File: src/common/i2c_pkg.sv
package i2c_pkg;

    // ==================================================
    // Bus-level types
    // ==================================================

    // 7-bit target address, without the R/W bit
    typedef logic [6:0] i2c_addr_t;

    // One bit-level command for the bit engine
    typedef enum logic [1:0] {
        CMD_START = 2'd0,
        CMD_STOP  = 2'd1,
        CMD_WRITE = 2'd2,
        CMD_READ  = 2'd3
    } bit_cmd_e;

    // Open-drain enables, 1 pulls the line low
    typedef struct packed {
        logic scl_oe;
        logic sda_oe;
    } i2c_lines_t;

    // ==================================================
    // Probe range, reserved addresses excluded
    // ==================================================
    localparam i2c_addr_t ADDR_FIRST = 7'h08;
    localparam i2c_addr_t ADDR_LAST  = 7'h77;

endpackage

File: src/common/report_pkg.sv
package report_pkg;

    // ==================================================
    // Report characters
    // ==================================================

    // One 8N1 character
    typedef logic [7:0] uart_byte_t;

    // Separators
    localparam uart_byte_t CHR_SPACE = 8'h20;
    localparam uart_byte_t CHR_CR    = 8'h0D;
    localparam uart_byte_t CHR_LF    = 8'h0A;

    // Bases for hex digits, upper case
    localparam uart_byte_t CHR_ZERO    = 8'h30;
    localparam uart_byte_t CHR_UPPER_A = 8'h41;

endpackage

File: src/i2c/i2c_bit_engine.sv
`timescale 1ns/1ps

module i2c_bit_engine #(
    parameter int I2C_PRESCALER = 250
) (
    input  logic                 clk_g,
    input  logic                 rst,
    input  logic                 cmd_valid_i,
    input  i2c_pkg::bit_cmd_e    cmd_i,
    input  logic                 wbit_i,
    input  logic                 sda_i,
    output logic                 cmd_done_o,
    output logic                 rbit_o,
    output i2c_pkg::i2c_lines_t  lines_o
);

    // Prescaler counts one quarter bit
    localparam int PW = (I2C_PRESCALER > 1) ? $clog2(I2C_PRESCALER) : 1;
    localparam logic [PW-1:0] PRE_MAX = PW'(I2C_PRESCALER - 1);

    // Idle plus four quarter-bit phases
    typedef enum logic [2:0] {
        ST_IDLE,
        ST_PH0,
        ST_PH1,
        ST_PH2,
        ST_PH3
    } state_e;

    state_e              state;
    state_e              ph_next;
    logic [PW-1:0]       pre_cnt;
    i2c_pkg::bit_cmd_e   cmd_q;
    logic                wbit_q;
    logic                rbit_q;
    logic                done_q;
    i2c_pkg::i2c_lines_t lines_q;

    // ==================================================
    // Line levels per command and phase
    // ==================================================
    function automatic i2c_pkg::i2c_lines_t phase_lines(
        input i2c_pkg::bit_cmd_e cmd,
        input logic              wbit,
        input state_e            ph
    );
        i2c_pkg::i2c_lines_t l;
        l = '0;
        case (cmd)
            // SDA falls in PH2 with SCL still high
            i2c_pkg::CMD_START: begin
                l.sda_oe = (ph == ST_PH2) || (ph == ST_PH3);
                l.scl_oe = (ph == ST_PH3);
            end
            // SDA rises in PH2 with SCL high
            i2c_pkg::CMD_STOP: begin
                l.sda_oe = (ph == ST_PH0) || (ph == ST_PH1);
                l.scl_oe = (ph == ST_PH0);
            end
            // Data held for the whole bit, SCL high in PH1 and PH2
            i2c_pkg::CMD_WRITE: begin
                l.sda_oe = ~wbit;
                l.scl_oe = (ph == ST_PH0) || (ph == ST_PH3);
            end
            // Read leaves SDA to the target
            default: begin
                l.sda_oe = 1'b0;
                l.scl_oe = (ph == ST_PH0) || (ph == ST_PH3);
            end
        endcase
        return l;
    endfunction

    // Phase order
    always_comb begin
        case (state)
            ST_PH0:  ph_next = ST_PH1;
            ST_PH1:  ph_next = ST_PH2;
            ST_PH2:  ph_next = ST_PH3;
            default: ph_next = ST_IDLE;
        endcase
    end

    // ==================================================
    // Phase sequencer
    // ==================================================
    always_ff @(posedge clk_g) begin
        done_q <= 1'b0;
        if (rst) begin
            state   <= ST_IDLE;
            pre_cnt <= '0;
            lines_q <= '0;
        end else if (state == ST_IDLE) begin
            // Accept, first phase levels go out at once
            if (cmd_valid_i) begin
                state   <= ST_PH0;
                pre_cnt <= '0;
                lines_q <= phase_lines(cmd_i, wbit_i, ST_PH0);
            end
        end else if (pre_cnt == PRE_MAX) begin
            pre_cnt <= '0;
            if (state == ST_PH3) begin
                // Lines hold their last levels until the next command
                state  <= ST_IDLE;
                done_q <= 1'b1;
            end else begin
                state   <= ph_next;
                lines_q <= phase_lines(cmd_q, wbit_q, ph_next);
            end
        end else begin
            pre_cnt <= pre_cnt + 1'b1;
        end
    end

    // Command payload, latched on accept
    always_ff @(posedge clk_g) begin
        if (state == ST_IDLE && cmd_valid_i) begin
            cmd_q  <= cmd_i;
            wbit_q <= wbit_i;
        end
    end

    // Sample at the middle of SCL high
    always_ff @(posedge clk_g) begin
        if (state == ST_PH1 && pre_cnt == PRE_MAX && cmd_q == i2c_pkg::CMD_READ) begin
            rbit_q <= sda_i;
        end
    end

    assign cmd_done_o = done_q;
    assign rbit_o     = rbit_q;
    assign lines_o    = lines_q;

    // Caller must wait for cmd_done
    a_no_overlap: assert property (@(posedge clk_g) disable iff (rst)
        cmd_valid_i |-> state == ST_IDLE);

endmodule

File: src/i2c/i2c_probe.sv
`timescale 1ns/1ps

module i2c_probe #(
    parameter int I2C_PRESCALER = 250
) (
    input  logic                 clk_g,
    input  logic                 rst,
    input  logic                 probe_start_i,
    input  i2c_pkg::i2c_addr_t   addr_i,
    output logic                 probe_done_o,
    output logic                 ack_o,
    output i2c_pkg::i2c_lines_t  lines_o,
    input  logic                 scl_i,
    input  logic                 sda_i
);

    typedef enum logic [2:0] {
        PS_IDLE,
        PS_START,
        PS_ADDR,
        PS_ACK,
        PS_STOP
    } state_e;

    state_e            state;
    logic [2:0]        bit_cnt;
    logic [7:0]        shreg;
    logic              cmd_valid;
    i2c_pkg::bit_cmd_e cmd;
    logic              cmd_done;
    logic              rbit;
    logic              ack_q;
    logic              done_q;

    // ==================================================
    // Command sequencer
    // ==================================================
    always_ff @(posedge clk_g) begin
        cmd_valid <= 1'b0;
        done_q    <= 1'b0;
        if (rst) begin
            state   <= PS_IDLE;
            cmd     <= i2c_pkg::CMD_START;
            bit_cnt <= '0;
            ack_q   <= 1'b0;
        end else begin
            case (state)
                PS_IDLE: if (probe_start_i) begin
                    cmd       <= i2c_pkg::CMD_START;
                    cmd_valid <= 1'b1;
                    state     <= PS_START;
                end
                // Eight WRITEs, address MSB first then R/W = 0
                PS_START: if (cmd_done) begin
                    cmd       <= i2c_pkg::CMD_WRITE;
                    cmd_valid <= 1'b1;
                    bit_cnt   <= '0;
                    state     <= PS_ADDR;
                end
                PS_ADDR: if (cmd_done) begin
                    cmd_valid <= 1'b1;
                    if (bit_cnt == 3'd7) begin
                        cmd   <= i2c_pkg::CMD_READ;
                        state <= PS_ACK;
                    end else begin
                        cmd     <= i2c_pkg::CMD_WRITE;
                        bit_cnt <= bit_cnt + 3'd1;
                    end
                end
                // Low SDA in the ninth clock is an ACK
                PS_ACK: if (cmd_done) begin
                    ack_q     <= ~rbit;
                    cmd       <= i2c_pkg::CMD_STOP;
                    cmd_valid <= 1'b1;
                    state     <= PS_STOP;
                end
                default: if (cmd_done) begin
                    done_q <= 1'b1;
                    state  <= PS_IDLE;
                end
            endcase
        end
    end

    // Address byte, shifted once per finished bit
    always_ff @(posedge clk_g) begin
        if (state == PS_IDLE && probe_start_i) begin
            shreg <= {addr_i, 1'b0};
        end else if (state == PS_ADDR && cmd_done) begin
            shreg <= {shreg[6:0], 1'b0};
        end
    end

    i2c_bit_engine #(
        .I2C_PRESCALER (I2C_PRESCALER)
    ) u_engine (
        .clk_g       (clk_g),
        .rst         (rst),
        .cmd_valid_i (cmd_valid),
        .cmd_i       (cmd),
        .wbit_i      (shreg[7]),
        .sda_i       (sda_i),
        .cmd_done_o  (cmd_done),
        .rbit_o      (rbit),
        .lines_o     (lines_o)
    );

    assign probe_done_o = done_q;
    assign ack_o        = ack_q;

    // Resolved SCL must follow our own pull-down
    a_scl_follows: assert property (@(posedge clk_g) disable iff (rst)
        lines_o.scl_oe |-> !scl_i);

endmodule

File: src/verilog/i2c_scan.sv
`timescale 1ns/1ps

module i2c_scan #(
    parameter int I2C_PRESCALER  = 250,
    parameter int UART_PRESCALER = 868
) (
    input  logic                 clk_g,
    input  logic                 rst,
    input  logic                 start_i,
    input  logic                 scl_i,
    input  logic                 sda_i,
    output logic                 busy_o,
    output i2c_pkg::i2c_lines_t  lines_o,
    output logic                 tx_o
);

    typedef enum logic [3:0] {
        SC_IDLE, SC_PROBE, SC_WAIT, SC_HEX_HI, SC_HEX_LO,
        SC_SPACE, SC_NEXT, SC_CR, SC_LF, SC_DRAIN
    } state_e;

    state_e                 state;
    i2c_pkg::i2c_addr_t     addr;
    logic                   probe_start;
    logic                   probe_done;
    logic                   ack;
    logic                   tx_start;
    report_pkg::uart_byte_t tx_byte;
    logic                   tx_busy;
    logic                   tx_ready;

    // Nibble to upper-case ASCII
    function automatic report_pkg::uart_byte_t hex_char(input logic [3:0] nib);
        if (nib < 4'd10) begin
            return report_pkg::CHR_ZERO + {4'd0, nib};
        end
        return report_pkg::CHR_UPPER_A + {4'd0, nib} - 8'd10;
    endfunction

    // Pulse still in flight counts as busy
    assign tx_ready = !tx_busy && !tx_start;

    // ==================================================
    // Scan FSM
    // ==================================================
    always_ff @(posedge clk_g) begin
        probe_start <= 1'b0;
        tx_start    <= 1'b0;
        if (rst) begin
            state <= SC_IDLE;
            addr  <= i2c_pkg::ADDR_FIRST;
        end else begin
            case (state)
                SC_IDLE: if (start_i) begin
                    addr  <= i2c_pkg::ADDR_FIRST;
                    state <= SC_PROBE;
                end
                SC_PROBE: begin
                    probe_start <= 1'b1;
                    state       <= SC_WAIT;
                end
                // ACK means queue hex and space
                SC_WAIT: if (probe_done) begin
                    state <= ack ? SC_HEX_HI : SC_NEXT;
                end
                SC_HEX_HI: if (tx_ready) begin
                    tx_start <= 1'b1;
                    tx_byte  <= hex_char({1'b0, addr[6:4]});
                    state    <= SC_HEX_LO;
                end
                SC_HEX_LO: if (tx_ready) begin
                    tx_start <= 1'b1;
                    tx_byte  <= hex_char(addr[3:0]);
                    state    <= SC_SPACE;
                end
                SC_SPACE: if (tx_ready) begin
                    tx_start <= 1'b1;
                    tx_byte  <= report_pkg::CHR_SPACE;
                    state    <= SC_NEXT;
                end
                SC_NEXT: begin
                    if (addr == i2c_pkg::ADDR_LAST) begin
                        state <= SC_CR;
                    end else begin
                        addr  <= addr + 7'd1;
                        state <= SC_PROBE;
                    end
                end
                // Line end
                SC_CR: if (tx_ready) begin
                    tx_start <= 1'b1;
                    tx_byte  <= report_pkg::CHR_CR;
                    state    <= SC_LF;
                end
                SC_LF: if (tx_ready) begin
                    tx_start <= 1'b1;
                    tx_byte  <= report_pkg::CHR_LF;
                    state    <= SC_DRAIN;
                end
                // Busy holds until LF stop bit is out
                default: if (tx_ready) begin
                    state <= SC_IDLE;
                end
            endcase
        end
    end

    assign busy_o = (state != SC_IDLE);

    i2c_probe #(
        .I2C_PRESCALER (I2C_PRESCALER)
    ) u_probe (
        .clk_g         (clk_g),
        .rst           (rst),
        .probe_start_i (probe_start),
        .addr_i        (addr),
        .probe_done_o  (probe_done),
        .ack_o         (ack),
        .lines_o       (lines_o),
        .scl_i         (scl_i),
        .sda_i         (sda_i)
    );

    uart_tx #(
        .UART_PRESCALER (UART_PRESCALER)
    ) u_uart (
        .clk_g      (clk_g),
        .rst        (rst),
        .tx_start_i (tx_start),
        .data_i     (tx_byte),
        .tx_busy_o  (tx_busy),
        .tx_o       (tx_o)
    );

endmodule

File: src/verilog/scan_top.sv
`timescale 1ns/1ps

module scan_top #(
    // 100 kHz SCL at 100 MHz
    parameter int I2C_PRESCALER  = 250,
    // 115200 baud at 100 MHz
    parameter int UART_PRESCALER = 868
) (
    input  logic                 clk_g,
    input  logic                 rst,
    input  logic                 trg_i,
    input  logic                 trg_en_i,
    input  logic                 scl_i,
    input  logic                 sda_i,
    output i2c_pkg::i2c_lines_t  lines_o,
    output logic                 tx_o,
    output logic                 busy_o
);

    logic scan_start;

    // Trigger gate, drops strobes during a scan
    assign scan_start = trg_i & trg_en_i & ~busy_o;

    i2c_scan #(
        .I2C_PRESCALER  (I2C_PRESCALER),
        .UART_PRESCALER (UART_PRESCALER)
    ) u_scan (
        .clk_g   (clk_g),
        .rst     (rst),
        .start_i (scan_start),
        .scl_i   (scl_i),
        .sda_i   (sda_i),
        .busy_o  (busy_o),
        .lines_o (lines_o),
        .tx_o    (tx_o)
    );

endmodule

File: src/verilog/uart_tx.sv
`timescale 1ns/1ps

module uart_tx #(
    parameter int UART_PRESCALER = 868
) (
    input  logic                   clk_g,
    input  logic                   rst,
    input  logic                   tx_start_i,
    input  report_pkg::uart_byte_t data_i,
    output logic                   tx_busy_o,
    output logic                   tx_o
);

    localparam int PW = (UART_PRESCALER > 1) ? $clog2(UART_PRESCALER) : 1;
    localparam logic [PW-1:0] PRE_MAX = PW'(UART_PRESCALER - 1);

    logic [PW-1:0] pre_cnt;
    logic [3:0]    bit_cnt;
    logic [9:0]    shreg;
    logic          busy_q;

    // ==================================================
    // Frame shifter, stop/data/start with LSB out first
    // ==================================================
    always_ff @(posedge clk_g) begin
        if (rst) begin
            // All ones keeps the line idle high
            shreg   <= '1;
            busy_q  <= 1'b0;
            pre_cnt <= '0;
            bit_cnt <= '0;
        end else if (!busy_q) begin
            if (tx_start_i) begin
                shreg   <= {1'b1, data_i, 1'b0};
                busy_q  <= 1'b1;
                pre_cnt <= '0;
                bit_cnt <= '0;
            end
        end else if (pre_cnt == PRE_MAX) begin
            pre_cnt <= '0;
            // Ones fill in behind, line stays high after stop
            shreg <= {1'b1, shreg[9:1]};
            if (bit_cnt == 4'd9) begin
                busy_q <= 1'b0;
            end else begin
                bit_cnt <= bit_cnt + 4'd1;
            end
        end else begin
            pre_cnt <= pre_cnt + 1'b1;
        end
    end

    assign tx_o      = shreg[0];
    assign tx_busy_o = busy_q;

    // Scanner must wait out the frame
    a_no_restart: assert property (@(posedge clk_g) disable iff (rst)
        tx_start_i |-> !tx_busy_o);

endmodule
File: config.mk
export PLATFORM = sky130hd
export DESIGN_NAME = scan_top
export DESIGN_NICKNAME = d
export VERILOG_FILES = /design/src/common/i2c_pkg.sv /design/src/common/report_pkg.sv /design/src/i2c/i2c_bit_engine.sv /design/src/i2c/i2c_probe.sv /design/src/verilog/i2c_scan.sv /design/src/verilog/scan_top.sv /design/src/verilog/uart_tx.sv
export SDC_FILE = /design/constraint.sdc
export NUM_CORES = 1
export LEC_CHECK = 0
export BUFFER_PORTS_ARGS = -buffer_cell sky130_fd_sc_hd__buf_4
export CORE_MARGIN = 4
export CORE_UTILIZATION = 62
export CTS_CLUSTER_DIAMETER = 40
export DETAILED_ROUTE_END_ITERATION = 10
export PLACE_DENSITY_LB_ADDON = 0.05
export RECOVER_POWER = 25
export SYNTH_ARGS = -nofsm -noshare
export SYNTH_HDL_FRONTEND = slang
export SYNTH_HIERARCHICAL = 1
export SYNTH_SLANG_ARGS = --single-unit
File: constraint.sdc
create_clock -name clk_g -period 2.3 [get_ports clk_g]
set_input_delay 0.23 -clock clk_g [delete_from_list [all_inputs] [get_ports clk_g]]
set_output_delay 0.23 -clock clk_g [all_outputs]
set_load 0.01 [all_outputs]
==> summary.md <==
| Metric | Value |
|---|---|
| Outcome | completed |
| Synthesis Warnings | 6 |
| # hold bufs at CTS | 0 |
| Worst EP required | 2.53 ns |
| Total GRT Usage | 22.14% |
| PwrDens | 798.5 mW/mm^2 |
| Post-synth ARST share | 0% |
| Maximum buffer depth of the clock tree | 2 |
| Port Buf Inserts | 8 |
| Worst r2r src | u_scan/state[3]$_SDFFE_PP0P_ |
| Share of power burned in registers | 45.8% |
| Setup TNS | 0 ns |
| GP Congestion | 0.8817 |
| Crit Path Category | reg2reg |
| Post-synth EDFFs | 18 |
| Final #Nets | 501 |
| Dpl hpwl | 5954 um |
| Met1 usage | 30.05% |
| Root buf cell | clkbuf_8 |
| Reg clk slew, reported paths | 0.08 ns |
| Max Transition Viols Final | 0 |
| Floorplan core area | 0.006794 mm^2 |
| Area leader, netlist | dfxtp_1 |
| Cells after Synth | approximately 480 |
| # DRC | 0 |
| Peak Freq | 0.5021 GHz |
| Commonest cells post-synth | dfxtp_1, nand2_1, a21oi_1, nor2_1, inv_1 |
| Vias | 3,516 |
| Top cell type's share of synthesized area | 28.71% |
| Maximum VDD drop | between 500 and 600 uV |
| Chip Height | between 90 and 100 um |
| Starting density of the core | a little under two thirds |
| Initial DRC count | 157 |
| Post-cts sizing count | 0 |
| Synth Cell Area | 0.004323 mm^2 |
| # IOs | 10 |
| Initial antenna violation count | 0 |
| Post-synth top flop | dfxtp_1 |
| Tmin final | 1.992 ns |
| Setup Buffers After CTS | 0 |
| Mapped Avg Cell Area | 8.950 um^2 |
| Nature of the critical path endpoint | register |
| CTS tree | done |
| Min-delay src | sda_i |
| # diodes | 0 |
| Antenna Nets Post-Route | 0 |
| Mapped Nets | 498 |
| Min-Delay Path Class | in2reg |
| Reg2Reg Setup Slack | 0.31 ns |
| Crit share post-route | 86.59% |
| Netlist cell types | between 70 and 80 |
| DIE AREA | around 0.0084 mm^2 |
| Met3 usage | under 10% |
| Worst-path maximum fanout | 4 |
| Sw power | approximately 1200 uW |
| Drt pass-1 iters | 5 |
| Wire per inst | 15.20 um |
| Vias in the first global route | 3,257 |
| Crit path DAT | 2.22 ns |
| Switching Share | about a third |
| DIE WIDTH | 91.50 um |
| Worst clock skew | 0.009972 ns |
| Post-synthesis sequential area ratio | around 40% |
| Worst-Margin Slew | 0.7086 ns |
| Slew margin rel. | ~52% |
| Sink Count | 80 |
| Worst skew pair latency | 0.35 ns |
| Total CTS buffers | 9 |
| Most frequent cell after synthesis | dfxtp_1 |
| Finished Layout Cells | approximately 590 |
| GR Util met2 | 35.48% |
| Max-Cap Viols | 0 |
| P&R area growth vs syn | 6.454% |
| Detailed Route WL | just under 9000 um |
| Layout cell share with drive strength beyond 1 | 11.20% |
| Comb power frac | 26.3% |
| Post-Place Cells | 571 |
| Pint | 2464 uW |
| Fin. Hold Viols | 0 |
| Clock network fraction of total power | between 20% and 30% |
| Crit path from | u_scan/state[3]$_SDFFE_PP0P_ |
| #FFs+latches synth | 80 |
| First-pass GRT wire length | 15,440 um |
| GRT overflow | 0 |
| CTS H-tree depth | 3 |
| Row count | 30 |
| RSZ-0062 raised after global routing | false |
| Setup crit start kind | register |
| Largest net degree at the start of global routing | 36 |
| Hold slack final | slightly below 0.09 ns |
| Most used routing layer | met2 |
| Drt via density | ~6 |
| Synth area leaders | dfxtp_1, edfxtp_1, nand2_1 |
| FF/Latch Area | 0.001782 mm^2 |
| Multi-input gate area | 0.002278 mm^2 |
| Pleak | 0.001632 uW |
| Setup-failing EPs final | 0 |
| Fillers | 563 |
## logic make-up after synthesis
kind of cell / synth area share, %
simple gates: 25.82
compound gates: 18.35
flops: 41.22
buf+inv: 5.933
mux: 3.965
xor+xnor: 2.026
fa+ha+maj: 2.605
other cells: 0.08675
## worst paths after layout
| path | depth (start not counted) | to |
|---|---|---|
| max | 8 | u_scan/addr[3]$_SDFFE_PP1P_ |
| min | 1 | u_scan/u_probe/u_engine/rbit_o$_DFFE_PP_ |
| max reg2reg | 8 | u_scan/addr[3]$_SDFFE_PP1P_ |
| min reg2reg | 0 | u_scan/u_probe/u_engine/wbit_q$_DFFE_PP_ |
## critical path, stage by stage (launching register included)
cell and delay (ns):
dfxtp_1 0.32, nor4_1 0.34, inv_1 0.09, and3b_1 0.27, nor3b_2 0.26, o2111a_1 0.26, o211ai_1 0.11, xor2_1 0.16
nand2_1 0.06
## state kept, by name, indices dropped and copies added (netlist names), 2 cells and up
| register | cells |
|---|---|
| u_scan/u_uart/pre_cnt | 10 |
| u_scan/u_uart/shreg | 9 |
| u_scan/u_probe/u_engine/pre_cnt | 8 |
| u_scan/addr | 7 |
| u_scan/tx_byte | 7 |
| u_scan/u_probe/shreg | 7 |
| u_scan/state | 4 |
| u_scan/u_uart/bit_cnt | 4 |
| u_scan/u_probe/bit_cnt | 3 |
| u_scan/u_probe/state | 3 |
| u_scan/u_probe/u_engine/state | 3 |
| u_scan/u_probe/cmd | 2 |
| u_scan/u_probe/u_engine/cmd_q | 2 |
| u_scan/u_probe/u_engine/lines_o | 2 |
## metrics by stage
step	total power (uW)	setup WS (ns)	util, %	cell area [um^2]
3_3_place_gp	2666	0.3622	65.27	4434
5_1_grt	3893	0.1809	67.73	4602
6_report	3674	0.3084	67.73	4602
2_1_floorplan	2426	0.2257	-	4323
4_1_cts	3715	0.3164	68.21	4634
3_5_place_dp	2691	0.3313	65.27	4434
## cell type report
cell class | count | area share (%)
repair buffers | 22 | 3.018
clock buffers | 12 | 3.834
inverters | 22 | 1.794
well taps | 96 | 2.610
multi-input cells | 351 | 49.51
flip-flops and latches | 80 | 38.72
clock inverters | 4 | 0.5166
## cell usage in the layout, fill, tap and decap left out, types with 4 or more instances in the layout
master | netlist | routed
a21o_1 | 4 | 4
and3_1 | 6 | 6
xnor2_1 | 7 | 7
a21oi_1 | 35 | 35
inv_1 | 22 | 22
o211ai_1 | 5 | 5
mux2_2 | 9 | 9
buf_4 | 2 | 14
nor2b_1 | 7 | 7
nor4_1 | 13 | 13
a211oi_1 | 6 | 6
mux2i_1 | 7 | 7
nand3_1 | 10 | 10
edfxtp_1 | 18 | 18
clkbuf_8 | 0 | 11
a31oi_1 | 8 | 8
and4b_1 | 4 | 4
nor3_1 | 12 | 12
o21ai_0 | 14 | 14
ha_1 | 9 | 9
dfxtp_1 | 62 | 62
clkbuf_1 | 15 | 7
nand2b_1 | 9 | 9
nand4_1 | 8 | 8
nand2_1 | 56 | 56
nand3b_1 | 5 | 5
or3_1 | 4 | 4
nor2_1 | 34 | 34
## power groups by stage
stage	logic [uW]	registers, uW	clock network, uW
floorplan	756	1670	0
global placement	956	1710	0
detailed placement	975	1720	0
CTS	986	1680	1050
global route	1090	1700	1110
finish	967	1680	1020
## per-layer routing
metal  vias up  wire length, um
li1       1776                -
met4         0               82
met3         8              326
met1      1658             4249
met2        74             4263
met5         -                0
(Power assumes the default switching activity.)
